--- config.mk ---
export PLATFORM = sky130hd
export DESIGN_NAME = mac_tx_header_regs
export DESIGN_NICKNAME = d
export VERILOG_FILES = /design/src/verilog/mac_tx_pkg.sv /design/src/verilog/mac_tx_header_regs.sv
export SDC_FILE = /design/constraint.sdc
export NUM_CORES = 1
export LEC_CHECK = 0
export BUFFER_PORTS_ARGS = -buffer_cell sky130_fd_sc_hd__buf_2
export CORE_AREA = 2 2 97 192
export CTS_CLUSTER_SIZE = 10
export DETAILED_ROUTE_END_ITERATION = 12
export DIE_AREA = 0 0 99 194
export GPL_TIMING_DRIVEN = 0
export PLACE_DENSITY_LB_ADDON = 0.15
export SETUP_SLACK_MARGIN = 0.15
export SLEW_MARGIN = 15
export SYNTH_ARGS = -nofsm -noshare
export SYNTH_HDL_FRONTEND = slang
export SYNTH_SLANG_ARGS = --single-unit
--- constraint.sdc ---
create_clock -name i_clk -period 12.6 [get_ports i_clk]
set_input_delay 1.89 -clock i_clk [delete_from_list [all_inputs] [get_ports i_clk]]
set_output_delay 1.89 -clock i_clk [all_outputs]
set_load 0.01 [all_outputs]
--- src/verilog/mac_tx_pkg.sv ---
package mac_tx_pkg;

    //////////////////////////////
    // basic types
    //////////////////////////////

    typedef logic [47:0] mac_addr_t;
    typedef logic [7:0]  byte_t;

    //////////////////////////////
    // frame layout
    //////////////////////////////

    localparam byte_t PREAMBLE_BYTE = 8'h55;
    localparam int    PREAMBLE_LEN  = 6;
    // payload starts right after preamble, smd, two macs and type
    localparam int    HDR_LEN       = 22;
    localparam int    FCS_LEN       = 4;
    // crc coverage begins at the destination mac
    localparam int    FCS_START_IDX = 8;

    // preemption continuation smds
    localparam byte_t SMD_C0 = 8'h61;
    localparam byte_t SMD_C1 = 8'h52;
    localparam byte_t SMD_C2 = 8'h9E;
    localparam byte_t SMD_C3 = 8'h2A;

    localparam logic [15:0] ETH_TYPE_ARP    = 16'h0806;
    localparam mac_addr_t   DEFAULT_DST_MAC = 48'h00_00_00_FF_FF_FF;
    localparam mac_addr_t   DEFAULT_SRC_MAC = 48'hFF_FF_FF_00_00_00;
    localparam byte_t       DEFAULT_IPG     = 8'd12;

    // payload storage
    localparam int MAX_PAYLOAD   = 1500;
    localparam int PAYLOAD_DEPTH = 2048;
    localparam int PTR_W         = $clog2(PAYLOAD_DEPTH);
    localparam int LEN_W         = 16;

    //////////////////////////////
    // structs
    //////////////////////////////

    typedef struct packed {
        mac_addr_t   dst_mac;
        mac_addr_t   src_mac;
        logic [15:0] eth_type;
        byte_t       smd;
        byte_t       fra;
        logic        fcs_mode;
        logic        preempt;
    } frame_hdr_t;

    typedef struct packed {
        byte_t data;
        logic  valid;
        logic  last;
    } tx_byte_t;

endpackage
--- src/verilog/mac_tx_header_regs.sv ---
`timescale 1ns/100ps

module mac_tx_header_regs
    import mac_tx_pkg::*;
(
    input  logic             i_clk,
    input  logic             i_rst,
    input  mac_addr_t        i_dst_mac,
    input  logic             i_dst_mac_valid,
    input  mac_addr_t        i_src_mac,
    input  logic             i_src_mac_valid,
    input  byte_t            i_smd,
    input  logic             i_smd_valid,
    input  byte_t            i_fra,
    input  logic             i_fra_valid,
    input  byte_t            i_ipg,
    input  logic             i_ipg_valid,
    input  logic [15:0]      i_send_type,
    input  logic             i_fcs_mode,
    input  logic             i_send_valid,
    input  logic             i_send_last,
    input  logic [LEN_W-1:0] i_byte_idx,
    output frame_hdr_t       o_hdr,
    output byte_t            o_hdr_byte,
    output byte_t            o_ipg
);

    mac_addr_t               dst_q;
    mac_addr_t               src_q;
    logic [15:0]             type_q;
    byte_t                   smd_q;
    byte_t                   fra_q;
    logic                    fcs_mode_q;
    logic                    in_pkt;
    logic                    preempt;
    logic [HDR_LEN*8-1:0]    hdr_vec;
    logic [4:0]              hdr_lane;

    //////////////////////////////
    // settings registers
    //////////////////////////////

    always_ff @(posedge i_clk or posedge i_rst)
    begin
        if (i_rst)
        begin
            dst_q      <= DEFAULT_DST_MAC;
            src_q      <= DEFAULT_SRC_MAC;
            type_q     <= '0;
            smd_q      <= '0;
            fra_q      <= '0;
            fcs_mode_q <= 1'b1;
            o_ipg      <= DEFAULT_IPG;
            in_pkt     <= 1'b0;
        end
        else
        begin
            if (i_dst_mac_valid) dst_q <= i_dst_mac;
            if (i_src_mac_valid) src_q <= i_src_mac;
            if (i_smd_valid)     smd_q <= i_smd;
            if (i_fra_valid)     fra_q <= i_fra;
            if (i_ipg_valid)     o_ipg <= i_ipg;

            // type rides on the first byte, crc mode on the last
            if (i_send_valid && !in_pkt)
            begin
                type_q <= i_send_type;
            end
            if (i_send_valid && i_send_last)
            begin
                fcs_mode_q <= i_fcs_mode;
                in_pkt     <= 1'b0;
            end
            else if (i_send_valid)
            begin
                in_pkt <= 1'b1;
            end
        end
    end

    // smd-c marks a preemption continuation fragment
    assign preempt = smd_q inside {SMD_C0, SMD_C1, SMD_C2, SMD_C3};

    always_comb
    begin
        o_hdr.dst_mac  = (type_q == ETH_TYPE_ARP) ? '1 : dst_q;
        o_hdr.src_mac  = src_q;
        o_hdr.eth_type = type_q;
        o_hdr.smd      = smd_q;
        o_hdr.fra      = fra_q;
        o_hdr.fcs_mode = fcs_mode_q;
        o_hdr.preempt  = preempt;
    end

    //////////////////////////////
    // header byte lookup
    //////////////////////////////

    // byte 0 sits in the top lane
    assign hdr_vec = {{PREAMBLE_LEN{PREAMBLE_BYTE}},
                      preempt ? smd_q : PREAMBLE_BYTE,
                      preempt ? fra_q : smd_q,
                      o_hdr.dst_mac,
                      src_q,
                      type_q};

    assign hdr_lane   = 5'(HDR_LEN - 1) - i_byte_idx[4:0];
    assign o_hdr_byte = (i_byte_idx < HDR_LEN) ? hdr_vec[hdr_lane*8 +: 8] : '0;

endmodule

==> run_results.csv <==
group,metric,value,unit
layout,final_design_area_no_fill,9410,um2
worst_setup_path,path_delay_family,"buffers and inverters",
floorplan,start_util,0.395,
detailed_routing,wl,23800,um
worst_setup_path,critPathMaxStageDelay,0.44,ns
clock_tree,cts-resized-gates,0,
synthesis,netlist_instances,510,
worst_setup_path,cp-start-kind,"input pin",
worst_setup_path,timing.reg2reg.setup_slack,10.72,ns
floorplan,coreArea,17700,um2
timing,finalSetupViolations,0,
grt,overflow,0,
clock_tree,cts_tree,"done",
min_path,hold_path_depth,1,
clock_tree,clock-root-buffer,"clkbuf_16",
min_path,hold_path_startpoint,"o_ipg[6]",
layout,layout_common_cells,"buf_2, mux2_2, dfrtp_1",
clock_tree,cts_buffers,17,
worst_setup_path,cpMostUsedCell,"buf_2",
clock_tree,clkTransAtPathRegs,0.06,ns
place,port_buffers,303,
grt,grt_max_degree,98,
worst_setup_path,cp_max_fo,10,
detailed_routing,routedWlPerCell,22.5,um
clock_tree,clk_latency,0.42,ns
layout,final_common_cell,"buf_2",
detailed_routing,vias_per_cell,5.27,
clock_tree,cts.sinks,138,
worst_setup_path,crit_chain,"buf_2 -> buf_2 -> buf_2 -> mux4_2 -> mux2i_1 -> o221ai_1 -> nand2_1 -> o41ai_2 -> buf_2",
floorplan,die-width,99,um
pwr,p_total,1.32,mW
layout,areaGrowthSynthToFinish,34.5,%
synthesis,synth-async-reset-ratio,1.00,
worst_setup_path,required,10.71,ns
synthesis,syn_avg_cell_area,13.7,um2
clock_tree,ctsHoldBuffers,0,
detailed_routing,dr.pass1.iters,4,
clock_tree,clock_path_buffers,2,
min_path,hold_class,"reg2reg",
worst_setup_path,path_depth,9,
timing,hold_viol_final,0,
layout,fin_util,0.531,
timing,post-route-period-util,0.463,
floorplan,die_h,194,um
timing,min_period,5.84,ns
pwr,p_leak,4.37,nW
grt,grt_first_pass_wirelength,36000,um
flow_run,drv_cap,0,
layout,layout-drive-gt1-share,0.666,
layout,fill_cells,1570,
pwr,vdd_drop_max,0.000105,V
detailed_routing,ant_nets,0,
layout,multi_input_area,3270,um2
synthesis,ys.flop_type,"dfrtp_1",
worst_setup_path,rr_worst_depth,4,
detailed_routing,drcViolationCount,0,
grt,grt_util_all_layers,0.249,
synthesis,synth_edf_count,0,
floorplan,dieArea,19200,um2
detailed_routing,initialDrtViolationCount,155,
timing,setup_ws,6.76,ns
clock_tree,post-cts-setup-buffer-count,0,
synthesis,ys_ff_latch,138,
timing,max_freq,171,MHz
timing,relSlewSlack,0.537,
floorplan,ioPinCount,308,
synthesis,yosys.area.top_type,"dfrtp_1",
place,place_area,8810,um2
synthesis,yosys-top-cells-area,"dfrtp_1, mux2_2, dfstp_2",
place,dp_worst_setup_slack,6.72,ns
synthesis,syn_nets,674,
clock_tree,htree_num_levels,4,
detailed_routing,vias,5595,
worst_setup_path,crit_buf_inv,4,
status,status,"finished, final reports clean",
place,routabilityCongestion,0.835,
grt,grt_pass1_vias,6249,
timing,rsz0062_at_grt,"no",
worst_setup_path,critPathCaptureType,"primary output",
synthesis,synth-seq-area-share,0.503,
floorplan,rows,69,
layout,nNetsFinal,997,
synthesis,netlist_area,6990,um2
layout,regArea,3520,um2
grt,antenna_found_initial,4,
synthesis,yosysUniqueCellTypes,52,
synthesis,ys_warn_count,0,
place,dp_hpwl,18700,um
worst_setup_path,startpoint,"i_byte_idx[0]",
synthesis,synth_top_area_frac,0.311,
timing,drv_slew,0,
pwr,power_density,141,nW/um2
worst_setup_path,cp.arrival,3.95,ns
worst_setup_path,worstSetupPathType,"in2out",
timing,worst_pin_slew,0.695,ns
worst_setup_path,r2r-start,"in_pkt",
worst_setup_path,worst_path_max_delay_cell,"buf_2",
timing,finClkSkew,0.00479,ns
timing,fin_setup_tns,0,ns
-- sequential cells by signal, indices dropped and copies added, names as in the netlist --
signal / count
dst_q: 48
fcs_mode_q: 1
fra_q: 8
in_pkt: 1
o_ipg: 8
smd_q: 8
src_q: 48
type_q: 16
-- cells in the mapped netlist (3+ instances only) --
master and n:
inv_1 8, nor2b_1 7, nand2_1 15, nor2_1 6, o21bai_1 3, mux2i_1 12
a21oi_1 3, buf_4 5, o22ai_1 3, nand2b_1 52, a31oi_1 3, nand3_1 9
mux2_1 7, a22oi_1 3, dfrtp_1 87, nor4_1 4, a311o_1 3, buf_2 7
o21ai_0 5, a311oi_1 4, mux4_2 24, nor3_1 3, mux2_2 128, clkbuf_1 22
dfstp_2 51
-- path summary, 6_finish.rpt --
check                           endpoint
setup / recovery           o_hdr_byte[2]
hold / removal                  o_ipg[6]
setup reg to reg               type_q[0]
hold reg to reg                 o_ipg[6]
max in group asynchronous     fcs_mode_q
min in group asynchronous      src_q[20]
-- power by group --
group	internal [mW]	total (mW)	leakage (nW)	switching [mW]
Clock	0.306	0.501	0.278	0.195
Sequential	0.506	0.550	1.56	0.0445
Combinational	0.138	0.270	2.54	0.132
-- layer usage --
layer  track usage  routed length [um]  vias to the layer above
met2         0.468               13800                      234
met1         0.258                8180                     2791
met5             0                  13                        -
li1              -                   -                     2526
met3        0.0519                1180                       42
met4         0.113                 698                        2
-- logic make-up after synthesis --
kind of cell    count (synthesis)  synth area share
fa+ha+maj                       2           0.00358
simple gates                  111            0.0959
xor+xnor                        3           0.00644
mux                           171             0.312
compound gates                 41            0.0492
buf+inv                        44            0.0299
flops                         138             0.503
-- area by class of cell --
| class | count | share of cell area |
|---|---|---|
| diodes | 3 | 0.000798 |
| plain buffers | 36 | 0.0190 |
| clock buffers | 21 | 0.0500 |
| clock inverters | 10 | 0.0125 |
| inverters | 8 | 0.00399 |
| multi-input cells | 328 | 0.347 |
| flip-flops and latches | 138 | 0.374 |
| well taps | 213 | 0.0283 |
| repair buffers | 304 | 0.164 |
-- per-stage QoR --
stage,hold WS [ns],std cells
floorplan,0.486,510
global placement,0.487,1026
detailed placement,0.493,1027
CTS,0.507,1058
global route,0.520,1061
finish,0.506,1061
Power figures use the tool's default switching activity.
