<file path="config.mk">
export PLATFORM = sky130hd
export DESIGN_NAME = mac_tx_framer
export DESIGN_NICKNAME = d
export VERILOG_FILES = /design/src/verilog/mac_tx_pkg.sv /design/src/verilog/mac_tx_framer.sv /design/src/verilog/mac_tx_fcs.sv
export SDC_FILE = /design/constraint.sdc
export NUM_CORES = 1
export LEC_CHECK = 0
export BUFFER_PORTS_ARGS = -buffer_cell sky130_fd_sc_hd__buf_2
export CAP_MARGIN = 25
export CELL_PAD_IN_SITES_DETAIL_PLACEMENT = 1
export CELL_PAD_IN_SITES_GLOBAL_PLACEMENT = 1
export CORE_MARGIN = 2
export CORE_UTILIZATION = 40
export DETAILED_ROUTE_END_ITERATION = 8
export GPL_ROUTABILITY_DRIVEN = 0
export PLACE_DENSITY_LB_ADDON = 0.08
export SLEW_MARGIN = 40
export SYNTH_ARGS = -nofsm -noshare
export SYNTH_HDL_FRONTEND = slang
export SYNTH_HIERARCHICAL = 1
export SYNTH_SLANG_ARGS = --single-unit
</file>
<file path="constraint.sdc">
create_clock -name i_clk -period 5.44 [get_ports i_clk]
set_input_delay 0.544 -clock i_clk [delete_from_list [all_inputs] [get_ports i_clk]]
set_output_delay 0.544 -clock i_clk [all_outputs]
set_load 0.01 [all_outputs]
</file>
<file path="src/verilog/mac_tx_pkg.sv">
package mac_tx_pkg;

    //////////////////////////////
    // basic types
    //////////////////////////////

    typedef logic [47:0] mac_addr_t;
    typedef logic [7:0]  byte_t;

    //////////////////////////////
    // frame layout
    //////////////////////////////

    localparam byte_t PREAMBLE_BYTE = 8'h55;
    localparam int    PREAMBLE_LEN  = 6;
    // payload starts right after preamble, smd, two macs and type
    localparam int    HDR_LEN       = 22;
    localparam int    FCS_LEN       = 4;
    // crc coverage begins at the destination mac
    localparam int    FCS_START_IDX = 8;

    // preemption continuation smds
    localparam byte_t SMD_C0 = 8'h61;
    localparam byte_t SMD_C1 = 8'h52;
    localparam byte_t SMD_C2 = 8'h9E;
    localparam byte_t SMD_C3 = 8'h2A;

    localparam logic [15:0] ETH_TYPE_ARP    = 16'h0806;
    localparam mac_addr_t   DEFAULT_DST_MAC = 48'h00_00_00_FF_FF_FF;
    localparam mac_addr_t   DEFAULT_SRC_MAC = 48'hFF_FF_FF_00_00_00;
    localparam byte_t       DEFAULT_IPG     = 8'd12;

    // payload storage
    localparam int MAX_PAYLOAD   = 1500;
    localparam int PAYLOAD_DEPTH = 2048;
    localparam int PTR_W         = $clog2(PAYLOAD_DEPTH);
    localparam int LEN_W         = 16;

    //////////////////////////////
    // structs
    //////////////////////////////

    typedef struct packed {
        mac_addr_t   dst_mac;
        mac_addr_t   src_mac;
        logic [15:0] eth_type;
        byte_t       smd;
        byte_t       fra;
        logic        fcs_mode;
        logic        preempt;
    } frame_hdr_t;

    typedef struct packed {
        byte_t data;
        logic  valid;
        logic  last;
    } tx_byte_t;

endpackage
</file>
<file path="src/verilog/mac_tx_framer.sv">
`timescale 1ns/100ps

module mac_tx_framer
    import mac_tx_pkg::*;
(
    input  logic             i_clk,
    input  logic             i_rst,
    input  logic             i_frame_stored,
    input  logic [LEN_W-1:0] i_payload_len,
    input  byte_t            i_rd_data,
    input  frame_hdr_t       i_hdr,
    input  byte_t            i_hdr_byte,
    input  byte_t            i_ipg,
    input  logic             i_mac_ready,
    output logic             o_rd,
    output logic [LEN_W-1:0] o_byte_idx,
    output tx_byte_t         o_tx,
    output logic             o_busy,
    output logic [15:0]      o_frames_cnt,
    output logic [15:0]      o_fragment_cnt
);

    logic             active;
    logic [LEN_W-1:0] idx;
    logic [LEN_W-1:0] len_q;
    logic             fcs_mode_q;
    logic [7:0]       gap_cnt;
    logic             gap_done;
    logic             start;
    logic [LEN_W-1:0] pay_end;
    logic [LEN_W-1:0] last_idx;
    logic             in_payload;
    logic             in_fcs;
    logic             fcs_en;
    logic [1:0]       fcs_sel;
    logic [31:0]      fcs;
    byte_t            frame_byte;
    byte_t            fcs_byte;
    byte_t            out_byte;

    //////////////////////////////
    // byte position decode
    //////////////////////////////

    assign pay_end  = LEN_W'(HDR_LEN) + len_q;
    assign last_idx = pay_end + LEN_W'(FCS_LEN - 1);

    assign in_payload = active && (idx >= HDR_LEN) && (idx < pay_end);
    assign in_fcs     = active && (idx >= pay_end);
    assign fcs_en     = active && (idx >= FCS_START_IDX) && (idx < pay_end);

    assign o_rd       = in_payload;
    assign o_byte_idx = idx;

    // idle cycles seen between the last and the next valid byte
    assign gap_done = ({1'b0, gap_cnt} + 9'd1) >= {1'b0, i_ipg};
    assign start    = !o_busy && i_frame_stored && gap_done && i_mac_ready;

    //////////////////////////////
    // output byte mux
    //////////////////////////////

    assign frame_byte = (idx < HDR_LEN) ? i_hdr_byte : i_rd_data;

    // fcs goes out lsb byte first and mcrc flips the upper half
    assign fcs_sel = idx[1:0] - pay_end[1:0];

    always_comb
    begin
        fcs_byte = fcs[fcs_sel*8 +: 8];
        if (!fcs_mode_q && fcs_sel[1])
        begin
            fcs_byte = ~fcs_byte;
        end
    end

    assign out_byte = in_fcs ? fcs_byte : frame_byte;

    mac_tx_fcs u_fcs (
        .i_clk       (i_clk),
        .i_rst       (i_rst),
        .i_fcs_clear (start),
        .i_fcs_en    (fcs_en),
        .i_data      (frame_byte),
        .o_fcs       (fcs)
    );

    //////////////////////////////
    // sequencer and counters
    //////////////////////////////

    // byte 0 goes out on the start edge so the index runs one ahead
    always_ff @(posedge i_clk or posedge i_rst)
    begin
        if (i_rst)
        begin
            active         <= 1'b0;
            idx            <= '0;
            len_q          <= '0;
            fcs_mode_q     <= 1'b0;
            o_tx           <= '0;
            o_frames_cnt   <= '0;
            o_fragment_cnt <= '0;
        end
        else
        begin
            o_tx.data  <= out_byte;
            o_tx.valid <= start || active;
            o_tx.last  <= active && (idx == last_idx);

            if (start)
            begin
                active       <= 1'b1;
                idx          <= LEN_W'(1);
                // held here since the next payload may land during the fcs
                len_q        <= i_payload_len;
                fcs_mode_q   <= i_hdr.fcs_mode;
                o_frames_cnt <= o_frames_cnt + 1'b1;
                if (i_hdr.preempt)
                begin
                    o_fragment_cnt <= o_fragment_cnt + 1'b1;
                end
            end
            else if (active)
            begin
                if (idx == last_idx)
                begin
                    active <= 1'b0;
                    idx    <= '0;
                end
                else
                begin
                    idx <= idx + 1'b1;
                end
            end
        end
    end

    // saturating inter packet gap counter
    always_ff @(posedge i_clk or posedge i_rst)
    begin
        if (i_rst)
        begin
            gap_cnt <= '0;
        end
        else if (o_tx.valid)
        begin
            gap_cnt <= '0;
        end
        else if (gap_cnt != 8'hFF)
        begin
            gap_cnt <= gap_cnt + 1'b1;
        end
    end

    assign o_busy = active || o_tx.valid;

endmodule

</file>
<file path="src/verilog/mac_tx_fcs.sv">
`timescale 1ns/100ps

module mac_tx_fcs
    import mac_tx_pkg::*;
(
    input  logic        i_clk,
    input  logic        i_rst,
    input  logic        i_fcs_clear,
    input  logic        i_fcs_en,
    input  byte_t       i_data,
    output logic [31:0] o_fcs
);

    // reflected form of 0x04C11DB7
    localparam logic [31:0] CRC_POLY_REFL = 32'hEDB8_8320;

    logic [31:0] crc_q;

    // one byte through the lsb-first crc, bit by bit
    function automatic logic [31:0] crc_byte(input logic [31:0] crc, input byte_t data);
        logic [31:0] c;
        c = crc ^ {24'd0, data};
        for (int i = 0; i < 8; i++)
        begin
            if (c[0])
            begin
                c = (c >> 1) ^ CRC_POLY_REFL;
            end
            else
            begin
                c = c >> 1;
            end
        end
        return c;
    endfunction

    always_ff @(posedge i_clk or posedge i_rst)
    begin
        if (i_rst)
        begin
            crc_q <= '1;
        end
        else if (i_fcs_clear)
        begin
            crc_q <= '1;
        end
        else if (i_fcs_en)
        begin
            crc_q <= crc_byte(crc_q, i_data);
        end
    end

    // final inversion, byte 0 goes on the wire first
    assign o_fcs = ~crc_q;

endmodule

</file>
==> run_summary.xml, run 1 <==
<?xml version="1.0" encoding="UTF-8"?>
<metrics>
  <group name="yosys">
    <metric name="synth.lib_cells_used.distinct" unit="">66</metric>
    <metric name="post_synth_instance_area" unit="µm²">8080</metric>
    <metric name="synth_enable_flop_cells" unit="">0</metric>
    <metric name="avgSynthCellArea" unit="µm²">10.1</metric>
    <metric name="postSynthCellCount" unit="">799</metric>
    <metric name="synth.net_count" unit="">1007</metric>
    <metric name="synthesis.yosys.warnings" unit="">6</metric>
    <metric name="synth_sequential_area_ratio" unit="%">36.4</metric>
    <metric name="async_reset_ff_share" unit="%">100</metric>
    <metric name="ys_dominant_reg_cell" unit="">dfrtp_1</metric>
    <metric name="synth_seq_cells" unit="">116</metric>
  </group>
  <group name="grt">
    <metric name="grt_antenna_before_repair" unit="">1</metric>
    <metric name="grt_first_pass_wirelength" unit="µm">35600</metric>
    <metric name="grt_start_max_net_pins" unit="">60</metric>
    <metric name="via_count_of_the_first_global_routing_pass" unit="">6681</metric>
    <metric name="total_grt_overflow" unit="">0</metric>
    <metric name="gr-usage-all-layers" unit="%">20.9</metric>
  </group>
  <group name="setup_path">
    <metric name="worstSetupStartpointType" unit="">register</metric>
    <metric name="crit_slowest_cell" unit="">dfrtp_1</metric>
    <metric name="critPathArrivalTime" unit="ns">4.00</metric>
    <metric name="cp_data_required_time" unit="ns">4.90</metric>
    <metric name="critical-path-max-stage-delay" unit="ns">0.56</metric>
    <metric name="timing_worst_setup_path_type" unit="">reg -&gt; out</metric>
    <metric name="worst_setup_path_end_kind" unit="">output port</metric>
    <metric name="worst_path_most_repeated_cell" unit="">a21o_1</metric>
    <metric name="crit_path_cell_trace" unit="">inv_1 &gt; ha_1 &gt; nand2b_4 &gt; a211oi_1 &gt; xnor2_1 &gt; ha_1 &gt; a21o_1 &gt; a21o_1 &gt; a21oi_1 &gt; o21ai_0 &gt; a21o_1 &gt; a21oi_1 &gt; and3_1 &gt; buf_2</metric>
    <metric name="max_fo_critical_path" unit="">8</metric>
  </group>
  <group name="floorplanning">
    <metric name="floorplan.rows" unit="">51</metric>
    <metric name="die-width" unit="µm">146</metric>
    <metric name="core_region_area" unit="µm²">19700</metric>
    <metric name="top_level_ports" unit="">234</metric>
    <metric name="die-area" unit="µm²">21300</metric>
    <metric name="initial_utilization" unit="%">41.1</metric>
    <metric name="chip_height" unit="µm">146</metric>
  </group>
  <group name="final_layout">
    <metric name="layout.cells.non_filler" unit="">1170</metric>
    <metric name="final_cell_mix" unit="">buf_2 (105), dfrtp_1 (84), nand2_1 (71), xnor2_1 (71), inv_1 (61)</metric>
    <metric name="multi_input_comb_area" unit="µm²">4730</metric>
    <metric name="final_common_cell" unit="">buf_2</metric>
    <metric name="finalCoreUtilization" unit="%">47.7</metric>
    <metric name="final-seq-area" unit="µm²">2940</metric>
    <metric name="num-fill-cells" unit="">2269</metric>
    <metric name="syn_to_final_growth" unit="%">16.1</metric>
    <metric name="design.final.nets" unit="">1099</metric>
    <metric name="layout-drive-gt1-share" unit="%">26.5</metric>
    <metric name="finalInstanceArea" unit="µm²">9380</metric>
  </group>
  <group name="sta">
    <metric name="fmaxAchievable" unit="GHz">0.220</metric>
    <metric name="clock-skew-final" unit="ns">0.0126</metric>
    <metric name="worstMarginPinSlew" unit="ns">0.791</metric>
    <metric name="post-route-min-period" unit="ns">4.54</metric>
    <metric name="postLayoutSetupSlackWorst" unit="ns">0.900</metric>
    <metric name="timing.final.hold_violations" unit="">0</metric>
    <metric name="slew_viol_final" unit="">0</metric>
    <metric name="timing.max_slew.rel_slack" unit="%">47.2</metric>
    <metric name="timing.setup.tns" unit="ns">0</metric>
    <metric name="rsz0062_at_grt" unit="">no</metric>
    <metric name="period_share" unit="%">83.5</metric>
    <metric name="setup_viol_count_final" unit="">0</metric>
  </group>
  <group name="power">
    <metric name="ir_drop" unit="µV">384</metric>
    <metric name="power_frac_seq" unit="%">28.5</metric>
    <metric name="comb_power_share" unit="%">47.6</metric>
    <metric name="switching_share" unit="%">31.8</metric>
    <metric name="clockPowerShare" unit="%">23.8</metric>
    <metric name="p_switching" unit="µW">1400</metric>
    <metric name="power_leakage" unit="µW">0.00454</metric>
    <metric name="internal_power" unit="µW">3000</metric>
    <metric name="power_density_of_the_placed_cells" unit="nW/µm²">469</metric>
  </group>
  <group name="placed_design">
    <metric name="dpl_worst_slack" unit="ns">0.993</metric>
    <metric name="placed_area" unit="µm²">8820</metric>
    <metric name="post-place-cells" unit="">1137</metric>
    <metric name="detailedPlacementHpwl" unit="µm">15500</metric>
    <metric name="io_buffer_count" unit="">105</metric>
  </group>
  <group name="clocking">
    <metric name="cts_tree" unit="">done</metric>
    <metric name="clock-sinks" unit="">116</metric>
    <metric name="clock_latency_on_the_worst_skew_pair" unit="ns">0.42</metric>
    <metric name="clock_path_buffers" unit="">2</metric>
    <metric name="postCtsSetupRepairBufs" unit="">0</metric>
    <metric name="h-tree-depth" unit="">4</metric>
    <metric name="clkSlewWorstSetupHoldPaths" unit="ns">0.06</metric>
    <metric name="root_buffer" unit="">clkbuf_16</metric>
    <metric name="cts_buffers" unit="">17</metric>
    <metric name="cts_resized" unit="">0</metric>
    <metric name="cts_hold_buffers" unit="">0</metric>
  </group>
  <group name="route">
    <metric name="total_drc_errors_in_the_routed_layout" unit="">0</metric>
    <metric name="wl_met2" unit="µm">11100</metric>
    <metric name="routed_wire_length_per_instance" unit="µm">18.1</metric>
    <metric name="post_route_m1_wl" unit="µm">9240</metric>
    <metric name="route.final.wire_length" unit="µm">21200</metric>
    <metric name="ant_nets" unit="">0</metric>
    <metric name="met3_length" unit="µm">532</metric>
    <metric name="dr_total_vias" unit="">6145</metric>
    <metric name="drt_iter0_markers" unit="">213</metric>
    <metric name="topRoutingLayerUsed" unit="">met4</metric>
    <metric name="drtPass1Iterations" unit="">4</metric>
    <metric name="avgViaCountPerCell" unit="">5.25</metric>
  </group>
  <group name="run_status">
    <metric name="run_status" unit="">completed</metric>
  </group>
  <group name="run">
    <metric name="count_of_max_cap_constraint_violations" unit="">0</metric>
  </group>
  <group name="hold_path">
    <metric name="worst_hold_path_type" unit="">in -&gt; async</metric>
  </group>
</metrics>
## cell usage after synthesis (9+ instances only)
master,n,share of area [%]
dfstp_2,32,10
o21ai_0,23,1.4
dfrtp_1,84,26
nand3_1,22,1.4
xor2_1,46,5.0
ha_1,33,5.1
mux2_2,17,2.4
and3_1,16,1.2
a21o_1,9,0.84
a211o_1,21,2.3
inv_1,63,2.9
a21oi_1,29,1.8
nand2_1,71,3.3
nor3_1,23,1.4
clkbuf_1,27,1.3
xnor2_2,9,1.8
nor3_2,9,1.1
nand4_1,19,1.5
xnor3_1,15,4.2
xnor2_1,71,7.7
nor2_1,50,2.3
## critical path, delay by kind of cell, from the launching register on
kind | cells | cell delay (ns)
AOI/OAI and AO/OA | 7 | 1.39
xor gates and xnor gates | 1 | 0.22
adders and majority gates | 2 | 0.63
buffers and inverters | 2 | 0.33
DFF | 1 | 0.56
and+or+nand+nor | 2 | 0.45
## metrics by stage
step	power [µW]	hold WS [ns]
floorplan	3010	0.447
global placement	3280	0.454
detailed placement	3350	0.456
CTS	4450	0.144
global route	4690	0.165
finish	4400	0.137
## final cells by class
| class | instances | share of cell area, % |
|---|---|---|
| timing repair buffer | 111 | 6.13 |
| tap | 265 | 3.54 |
| clock inverter | 15 | 1.31 |
| clock buffer | 17 | 4.54 |
| antenna | 1 | 0.0267 |
| multi-input combinational | 580 | 50.5 |
| sequential | 116 | 31.4 |
| inverter | 65 | 2.62 |
## sequential cells by signal, indices dropped and copies added, names as in the netlist
| register | flops |
|---|---|
| len_q | 16 |
| o_fragment_cnt | 16 |
| u_fcs/crc_q | 32 |
| gap_cnt | 8 |
| fcs_mode_q | 1 |
| active | 1 |
| o_frames_cnt | 16 |
| o_byte_idx | 16 |
| o_tx | 10 |
## cell families (layout without fill, tap and decap cells)
logic type | count (synthesis) | after routing | synth area share, %
simple gates | 239 | 239 | 14.9
xor+xnor | 152 | 152 | 22.0
compound gates | 128 | 128 | 11.4
flops | 116 | 116 | 36.4
buf+inv | 103 | 208 | 5.03
fa+ha+maj | 34 | 34 | 5.36
mux | 27 | 27 | 4.85
other cells | 0 | 1 | 0
## power by group through the flow
stage / Sequential [µW] / Combinational, µW / Clock (µW)
after floorplan: 1250 / 1770 / 0
after global placement: 1260 / 2020 / 0
after detailed placement: 1270 / 2080 / 0
after CTS: 1260 / 2110 / 1090
after global routing: 1270 / 2290 / 1130
final: 1250 / 2090 / 1050
## routing by layer
layer | vias to the layer above | GRT usage (%)
met5 | - | 0
met4 | 0 | 5.73
met3 | 19 | 3.84
met2 | 87 | 37.1
met1 | 3097 | 26.2
li1 | 2942 | -
## worst paths after layout
kind	cells past startpoint	startpoint	end	slack, ns
max	14	len_q[1]	o_rd	0.90
min	2	i_rst	o_tx[3]	0.14
min in group i_clk	3	i_payload_len[14]	len_q[14]	0.32
max in group asynchronous	3	i_rst	len_q[10]	4.37
min reg2reg	1	o_frames_cnt[15]	o_frames_cnt[15]	0.46
max reg2reg	16	len_q[1]	u_fcs/crc_q[29]	0.96
Note: power is estimated with default switching activity, not from simulation.
==> inputs of run 2 (changes only) <==
==> constraint.sdc (replaced) <==
create_clock -name i_clk -period 4.3 [get_ports i_clk]
set_input_delay 0.43 -clock i_clk [delete_from_list [all_inputs] [get_ports i_clk]]
set_output_delay 0.43 -clock i_clk [all_outputs]
set_load 0.01 [all_outputs]
==> run 2 against run 1 <==
Net effect:
- power is 32% higher
- sequential power is 27% higher
- non-clock buffer count is 16 higher
- critical path depth stayed put
- hold slack worse by 0.11 ns
- clock power is 47% higher
- sequential share of layout area is 0.76 points lower
- setup slack worse by 0.60 ns
- clock skew is 0.0067 ns lower
- combinational power is 28% higher
==> run_summary.xml, run 2 (synthesis gave the netlist of run 1 again) <==
<?xml version="1.0" encoding="UTF-8"?>
<metrics>
  <group name="run_status">
    <metric name="run_status" unit="">completed</metric>
  </group>
  <group name="route">
    <metric name="routed_wire_length_per_instance" unit="µm">18.5</metric>
    <metric name="dr_total_vias" unit="">6264</metric>
    <metric name="route.final.wire_length" unit="µm">22000</metric>
    <metric name="drt_iter0_markers" unit="">259</metric>
    <metric name="total_drc_errors_in_the_routed_layout" unit="">0</metric>
    <metric name="avgViaCountPerCell" unit="">5.28</metric>
    <metric name="ant_nets" unit="">0</metric>
    <metric name="drtPass1Iterations" unit="">4</metric>
  </group>
  <group name="final_layout">
    <metric name="final-seq-area" unit="µm²">2940</metric>
    <metric name="layout.cells.non_filler" unit="">1187</metric>
    <metric name="final_cell_mix" unit="">buf_2 (105), dfrtp_1 (84), nand2_1 (71), xnor2_1 (71), inv_1 (60)</metric>
    <metric name="num-fill-cells" unit="">2271</metric>
    <metric name="final_common_cell" unit="">buf_2</metric>
    <metric name="design.final.nets" unit="">1116</metric>
    <metric name="largest_register_ffs" unit="">32</metric>
    <metric name="syn_to_final_growth" unit="%">18.9</metric>
    <metric name="max_flop_register" unit="">u_fcs/crc_q</metric>
    <metric name="layout-drive-gt1-share" unit="%">28.0</metric>
    <metric name="multi_input_comb_area" unit="µm²">4730</metric>
    <metric name="finalCoreUtilization" unit="%">48.9</metric>
  </group>
  <group name="setup_path">
    <metric name="timing_worst_setup_path_type" unit="">reg -&gt; out</metric>
    <metric name="buffers_and_inverters_on_the_worst_path" unit="">2</metric>
    <metric name="worst_setup_path_end_kind" unit="">output port</metric>
    <metric name="worstSetupStartpointType" unit="">register</metric>
    <metric name="critical-path-max-stage-delay" unit="ns">0.36</metric>
    <metric name="crit_path_cell_trace" unit="">inv_1 &gt; ha_1 &gt; nand2b_4 &gt; a211oi_1 &gt; xnor2_1 &gt; ha_1 &gt; a21o_1 &gt; a21o_1 &gt; a21oi_1 &gt; o21ai_0 &gt; a21o_1 &gt; a21oi_2 &gt; and3_1 &gt; buf_2</metric>
    <metric name="worst_path_most_repeated_cell" unit="">a21o_1</metric>
    <metric name="critPathArrivalTime" unit="ns">3.57</metric>
    <metric name="worst_path_dominant_cell_family" unit="">compound AO/OA/AOI/OAI gates</metric>
    <metric name="max_fo_critical_path" unit="">7</metric>
    <metric name="cp_data_required_time" unit="ns">3.87</metric>
    <metric name="crit_slowest_cell" unit="">dfrtp_1</metric>
  </group>
  <group name="power">
    <metric name="power_leakage" unit="µW">0.00465</metric>
    <metric name="power_density_of_the_placed_cells" unit="nW/µm²">604</metric>
    <metric name="p_switching" unit="µW">1760</metric>
    <metric name="power_frac_seq" unit="%">27.4</metric>
    <metric name="switching_share" unit="%">30.4</metric>
    <metric name="clockPowerShare" unit="%">26.6</metric>
    <metric name="fin_total_pwr" unit="µW">5810</metric>
    <metric name="internal_power" unit="µW">4040</metric>
    <metric name="comb_power_share" unit="%">46.1</metric>
    <metric name="ir_drop" unit="µV">470</metric>
  </group>
  <group name="sta">
    <metric name="timing.max_slew.rel_slack" unit="%">50.0</metric>
    <metric name="timing.setup.tns" unit="ns">0</metric>
    <metric name="setup_viol_count_final" unit="">0</metric>
    <metric name="rsz0062_at_grt" unit="">no</metric>
    <metric name="fmaxAchievable" unit="GHz">0.250</metric>
    <metric name="fin_worst_hold_slack" unit="ns">0.0323</metric>
    <metric name="period_share" unit="%">92.9</metric>
    <metric name="timing.final.hold_violations" unit="">0</metric>
    <metric name="slew_viol_final" unit="">0</metric>
    <metric name="clock-skew-final" unit="ns">0.00593</metric>
    <metric name="worstMarginPinSlew" unit="ns">0.745</metric>
    <metric name="post-route-min-period" unit="ns">4.00</metric>
  </group>
  <group name="clocking">
    <metric name="root_buffer" unit="">clkbuf_16</metric>
    <metric name="cts_buffers" unit="">17</metric>
    <metric name="cts_tree" unit="">done</metric>
    <metric name="clock_latency_on_the_worst_skew_pair" unit="ns">0.42</metric>
    <metric name="clkSlewWorstSetupHoldPaths" unit="ns">0.06</metric>
    <metric name="clock-sinks" unit="">116</metric>
    <metric name="h-tree-depth" unit="">4</metric>
    <metric name="clock_path_buffers" unit="">2</metric>
  </group>
  <group name="run">
    <metric name="count_of_max_cap_constraint_violations" unit="">0</metric>
  </group>
  <group name="grt">
    <metric name="total_grt_overflow" unit="">0</metric>
    <metric name="grt_first_pass_wirelength" unit="µm">36100</metric>
    <metric name="grt_start_max_net_pins" unit="">77</metric>
    <metric name="via_count_of_the_first_global_routing_pass" unit="">6750</metric>
    <metric name="gr-usage-all-layers" unit="%">21.2</metric>
    <metric name="grt_antenna_before_repair" unit="">1</metric>
  </group>
  <group name="floorplanning">
    <metric name="initial_utilization" unit="%">41.1</metric>
    <metric name="core_region_area" unit="µm²">19700</metric>
    <metric name="floorplan.rows" unit="">51</metric>
    <metric name="die-width" unit="µm">146</metric>
    <metric name="top_level_ports" unit="">234</metric>
    <metric name="die-area" unit="µm²">21300</metric>
    <metric name="chip_height" unit="µm">146</metric>
  </group>
  <group name="hold_path">
    <metric name="worst_hold_path_type" unit="">in -&gt; async</metric>
  </group>
  <group name="placed_design">
    <metric name="io_buffer_count" unit="">105</metric>
    <metric name="post-place-cells" unit="">1150</metric>
    <metric name="detailedPlacementHpwl" unit="µm">15600</metric>
  </group>
</metrics>
run 2: cell count changes in the layout (fill, tap and decap cells not counted), sizes merged:
cell | previous run | this run
inv | 71 | 67
clkbuf | 17 | 18
buf | 111 | 127
bufinv | 0 | 4
clkinvlp | 3 | 5
clkinv | 6 | 4
run 2: final timing paths:
path	startpoint	to	slack (ns)	cells after the start
hold reg to reg	o_fragment_cnt[15]	o_fragment_cnt[15]	0.46	1
max in group asynchronous	i_rst	o_frames_cnt[8]	3.39	3
setup / recovery	len_q[1]	o_rd	0.30	14
setup reg to reg	len_q[1]	u_fcs/crc_q[0]	0.33	17
min in group i_clk	i_hdr[1]	fcs_mode_q	0.20	3
hold / removal	i_rst	o_fragment_cnt[6]	0.03	2
run 2: metrics by stage:
step	worst slack [ns]	area (µm²)
global route	0.0801	9610
finish	0.304	9610
CTS	0.191	9560
detailed placement	0.236	8930
floorplan	0.455	8080
global placement	0.310	8930
run 2: area by class of cell:
cell class              instances  area share [%]
clock buffers                  18            4.47
multi-input cells             580            49.3
clock inverters                14            2.08
flip-flops and latches        116            30.6
repair inverters                1          0.0781
diodes                          1          0.0260
inverters                      65            2.63
well taps                     265            3.45
repair buffers                127            7.36
run 2: repair_timing:
item | CTS | global route
hold endpoints to repair | 0 | 0
resized for setup | 0 | 5
hold buffers | 0 | 0
setup endpoints to repair | 0 | 18
setup buffers | 0 | 3
run 2: power groups by stage:
stage / combinational [µW] / sequential, µW / clock [µW]
final: 2670 / 1590 / 1540
after global routing: 2890 / 1610 / 1630
after CTS: 2690 / 1590 / 1580
after detailed placement: 2660 / 1610 / 0
after global placement: 2590 / 1590 / 0
after floorplan: 2240 / 1580 / 0
run 2: worst reg2reg max path, stage by stage, from the launching register on:
cell and delay (ns):
dfrtp_1 0.36, inv_1 0.11, ha_1 0.25, nand2b_4 0.20
a211oi_1 0.33, xnor2_1 0.23, ha_1 0.31, a21o_1 0.19
a21o_1 0.17, a21oi_1 0.13, o21ai_0 0.10, a21o_1 0.20
a21oi_2 0.23, o311a_2 0.35, clkinvlp_4 0.11, buf_4 0.20
buf_4 0.16, a211o_1 0.28
run 2: routing by layer:
layer	vias up	share of wire, %	global-route usage (%)
li1	2984	-	-
met1	3169	44	26.5
met2	83	52	37.9
met3	28	2.3	3.75
met4	0	1.5	5.15
met5	-	0	0
==> inputs of run 3 (changes only) <==
--- a/config.mk
+++ b/config.mk
@@ -13,6 +13,7 @@
 export CORE_UTILIZATION = 40
 export DETAILED_ROUTE_END_ITERATION = 8
 export GPL_ROUTABILITY_DRIVEN = 0
+export MAX_ROUTING_LAYER = met4
 export PLACE_DENSITY_LB_ADDON = 0.08
 export SLEW_MARGIN = 40
 export SYNTH_ARGS = -nofsm -noshare
==> run 3 against run 2 <==
Net effect:
- via count decreased by 0.32%
- setup slack worse by 0.019 ns
- sequential share of layout area is essentially flat
- core utilization barely moved
- sequential cell count is the same
- highest routed layer unchanged
- critical path depth did not move
- first-iteration DRC count rose by 5.0%
- register-to-register slack about the same
- global-route usage is 0.65 points higher
- largest power group unchanged
==> run_summary.xml, run 3 (synthesis gave the netlist of run 1 again) <==
<?xml version="1.0" encoding="UTF-8"?>
<metrics>
  <group name="run_status">
    <metric name="run_status" unit="">completed</metric>
  </group>
  <group name="route">
    <metric name="routed_wire_length_per_instance" unit="µm">18.5</metric>
    <metric name="route.final.wire_length" unit="µm">21900</metric>
    <metric name="total_drc_errors_in_the_routed_layout" unit="">0</metric>
    <metric name="avgViaCountPerCell" unit="">5.26</metric>
    <metric name="ant_nets" unit="">0</metric>
    <metric name="drt_iter0_markers" unit="">272</metric>
    <metric name="dr_total_vias" unit="">6244</metric>
    <metric name="drtPass1Iterations" unit="">4</metric>
  </group>
  <group name="sta">
    <metric name="post-route-min-period" unit="ns">4.01</metric>
    <metric name="timing.final.hold_violations" unit="">0</metric>
    <metric name="fmaxAchievable" unit="GHz">0.249</metric>
    <metric name="slew_viol_final" unit="">0</metric>
    <metric name="clock-skew-final" unit="ns">0.00774</metric>
    <metric name="worstMarginPinSlew" unit="ns">0.728</metric>
    <metric name="postLayoutSetupSlackWorst" unit="ns">0.285</metric>
    <metric name="period_share" unit="%">93.4</metric>
    <metric name="rsz0062_at_grt" unit="">no</metric>
    <metric name="timing.setup.tns" unit="ns">0</metric>
    <metric name="setup_viol_count_final" unit="">0</metric>
    <metric name="timing.max_slew.rel_slack" unit="%">51.1</metric>
  </group>
  <group name="floorplanning">
    <metric name="floorplan.rows" unit="">51</metric>
    <metric name="chip_height" unit="µm">146</metric>
    <metric name="top_level_ports" unit="">234</metric>
    <metric name="core_region_area" unit="µm²">19700</metric>
    <metric name="die-width" unit="µm">146</metric>
    <metric name="die-area" unit="µm²">21300</metric>
    <metric name="initial_utilization" unit="%">41.1</metric>
  </group>
  <group name="setup_path">
    <metric name="ff2ff_setup_slack" unit="ns">0.32</metric>
    <metric name="critPathArrivalTime" unit="ns">3.58</metric>
    <metric name="reg2reg_from" unit="">len_q[1]</metric>
    <metric name="max_fo_critical_path" unit="">7</metric>
    <metric name="reg2reg_depth" unit="">17</metric>
    <metric name="r2r_end" unit="">u_fcs/crc_q[0]</metric>
    <metric name="worstSetupStartpointType" unit="">register</metric>
    <metric name="timing_worst_setup_path_type" unit="">reg -&gt; out</metric>
    <metric name="worst_setup_path_end_kind" unit="">output port</metric>
    <metric name="cp_data_required_time" unit="ns">3.87</metric>
  </group>
  <group name="grt">
    <metric name="total_grt_overflow" unit="">0</metric>
    <metric name="via_count_of_the_first_global_routing_pass" unit="">6747</metric>
    <metric name="gr-usage-all-layers" unit="%">21.8</metric>
    <metric name="grt_start_max_net_pins" unit="">77</metric>
    <metric name="grt_antenna_before_repair" unit="">1</metric>
    <metric name="grt_first_pass_wirelength" unit="µm">36100</metric>
  </group>
  <group name="clocking">
    <metric name="cts_hold_buffers" unit="">0</metric>
    <metric name="cts_tree" unit="">done</metric>
    <metric name="cts_buffers" unit="">17</metric>
    <metric name="clock_path_buffers" unit="">2</metric>
    <metric name="clkSlewWorstSetupHoldPaths" unit="ns">0.06</metric>
    <metric name="clock_latency_on_the_worst_skew_pair" unit="ns">0.42</metric>
    <metric name="clock-sinks" unit="">116</metric>
    <metric name="h-tree-depth" unit="">4</metric>
    <metric name="root_buffer" unit="">clkbuf_16</metric>
  </group>
  <group name="final_layout">
    <metric name="finalInstanceArea" unit="µm²">9600</metric>
    <metric name="max_flop_register" unit="">u_fcs/crc_q</metric>
    <metric name="syn_to_final_growth" unit="%">18.8</metric>
    <metric name="largest_register_ffs" unit="">32</metric>
    <metric name="layout-drive-gt1-share" unit="%">27.9</metric>
    <metric name="num-fill-cells" unit="">2274</metric>
    <metric name="layout.cells.non_filler" unit="">1186</metric>
    <metric name="design.final.nets" unit="">1115</metric>
    <metric name="final_cell_mix" unit="">buf_2 (105), dfrtp_1 (84), nand2_1 (71), xnor2_1 (71), inv_1 (60)</metric>
    <metric name="final_common_cell" unit="">buf_2</metric>
  </group>
  <group name="run">
    <metric name="count_of_max_cap_constraint_violations" unit="">0</metric>
  </group>
  <group name="placed_design">
    <metric name="placed_area" unit="µm²">8930</metric>
    <metric name="post-place-cells" unit="">1150</metric>
    <metric name="dpl_worst_slack" unit="ns">0.236</metric>
    <metric name="detailedPlacementHpwl" unit="µm">15600</metric>
    <metric name="io_buffer_count" unit="">105</metric>
  </group>
  <group name="hold_path">
    <metric name="worst_hold_path_type" unit="">in -&gt; async</metric>
  </group>
  <group name="power">
    <metric name="internal_power" unit="µW">4040</metric>
    <metric name="power_frac_seq" unit="%">27.4</metric>
    <metric name="comb_power_share" unit="%">46.0</metric>
    <metric name="ir_drop" unit="µV">456</metric>
    <metric name="power_leakage" unit="µW">0.00464</metric>
    <metric name="fin_total_pwr" unit="µW">5780</metric>
    <metric name="power_density_of_the_placed_cells" unit="nW/µm²">603</metric>
    <metric name="switching_share" unit="%">30.2</metric>
    <metric name="clockPowerShare" unit="%">26.6</metric>
    <metric name="p_switching" unit="µW">1740</metric>
  </group>
</metrics>
==> run 3: power by group through the flow <==
stage,Sequential (µW),Combinational [µW],Clock (µW)
after floorplan,1580,2240,0
after global placement,1590,2590,0
after detailed placement,1610,2660,0
after CTS,1590,2690,1580
after global routing,1610,2900,1630
final,1590,2660,1540
==> run 3: through the flow <==
stage,hold WS (ns),utilization (%)
floorplan,0.447,-
global placement,0.453,45.4
detailed placement,0.461,45.4
CTS,0.0413,48.7
global route,0.0629,48.8
finish,0.0282,48.8
==> run 3: worst max-delay path by stage <==
stage                                  to     start  cells after the start
after detailed placement  u_fcs/crc_q[24]  len_q[1]                     16
after global routing                 o_rd  len_q[1]                     14
after floorplan            u_fcs/crc_q[0]  len_q[1]                     17
after CTS                            o_rd  len_q[1]                     14
final                                o_rd  len_q[1]                     14
after global placement    u_fcs/crc_q[25]  len_q[1]                     16
==> run 3: timing repair <==
action,in CTS,in global routing
buffers inserted,0,2
setup endpoints to repair,0,18
gates resized for setup,0,5
==> run 3: cell type report <==
type,instances,area (µm²),area share (%)
Antenna cell,1,2.50,0.0261
Clock buffer,18,429,4.47
Clock inverter,14,200,2.09
Inverter,65,253,2.63
Multi-Input combinational cell,580,4730,49.3
Sequential cell,116,2940,30.7
Tap cell,265,332,3.45
Timing Repair Buffer,126,699,7.29
Timing Repair inverter,1,7.51,0.0782
==> run 3: worst max-delay path, stage by stage (launching register included) <==
cell and delay, ns:
dfrtp_1 0.36, inv_1 0.11, ha_1 0.25, nand2b_4 0.20, a211oi_1 0.32, xnor2_1 0.23
ha_1 0.31, a21o_1 0.19, a21o_1 0.17, a21oi_1 0.13, o21ai_0 0.10, a21o_1 0.20
a21oi_2 0.24, and3_1 0.23, buf_2 0.14
==> run 3: metal layers <==
metal  vias to the layer above  track usage [%]  part of all wire (%)
li1                       2976                -                     -
met1                      3143             26.6                    43
met2                       109             37.9                    52
met3                        16             3.72                   3.6
met4                         0             5.15                   1.0
met5                         -                -                     0
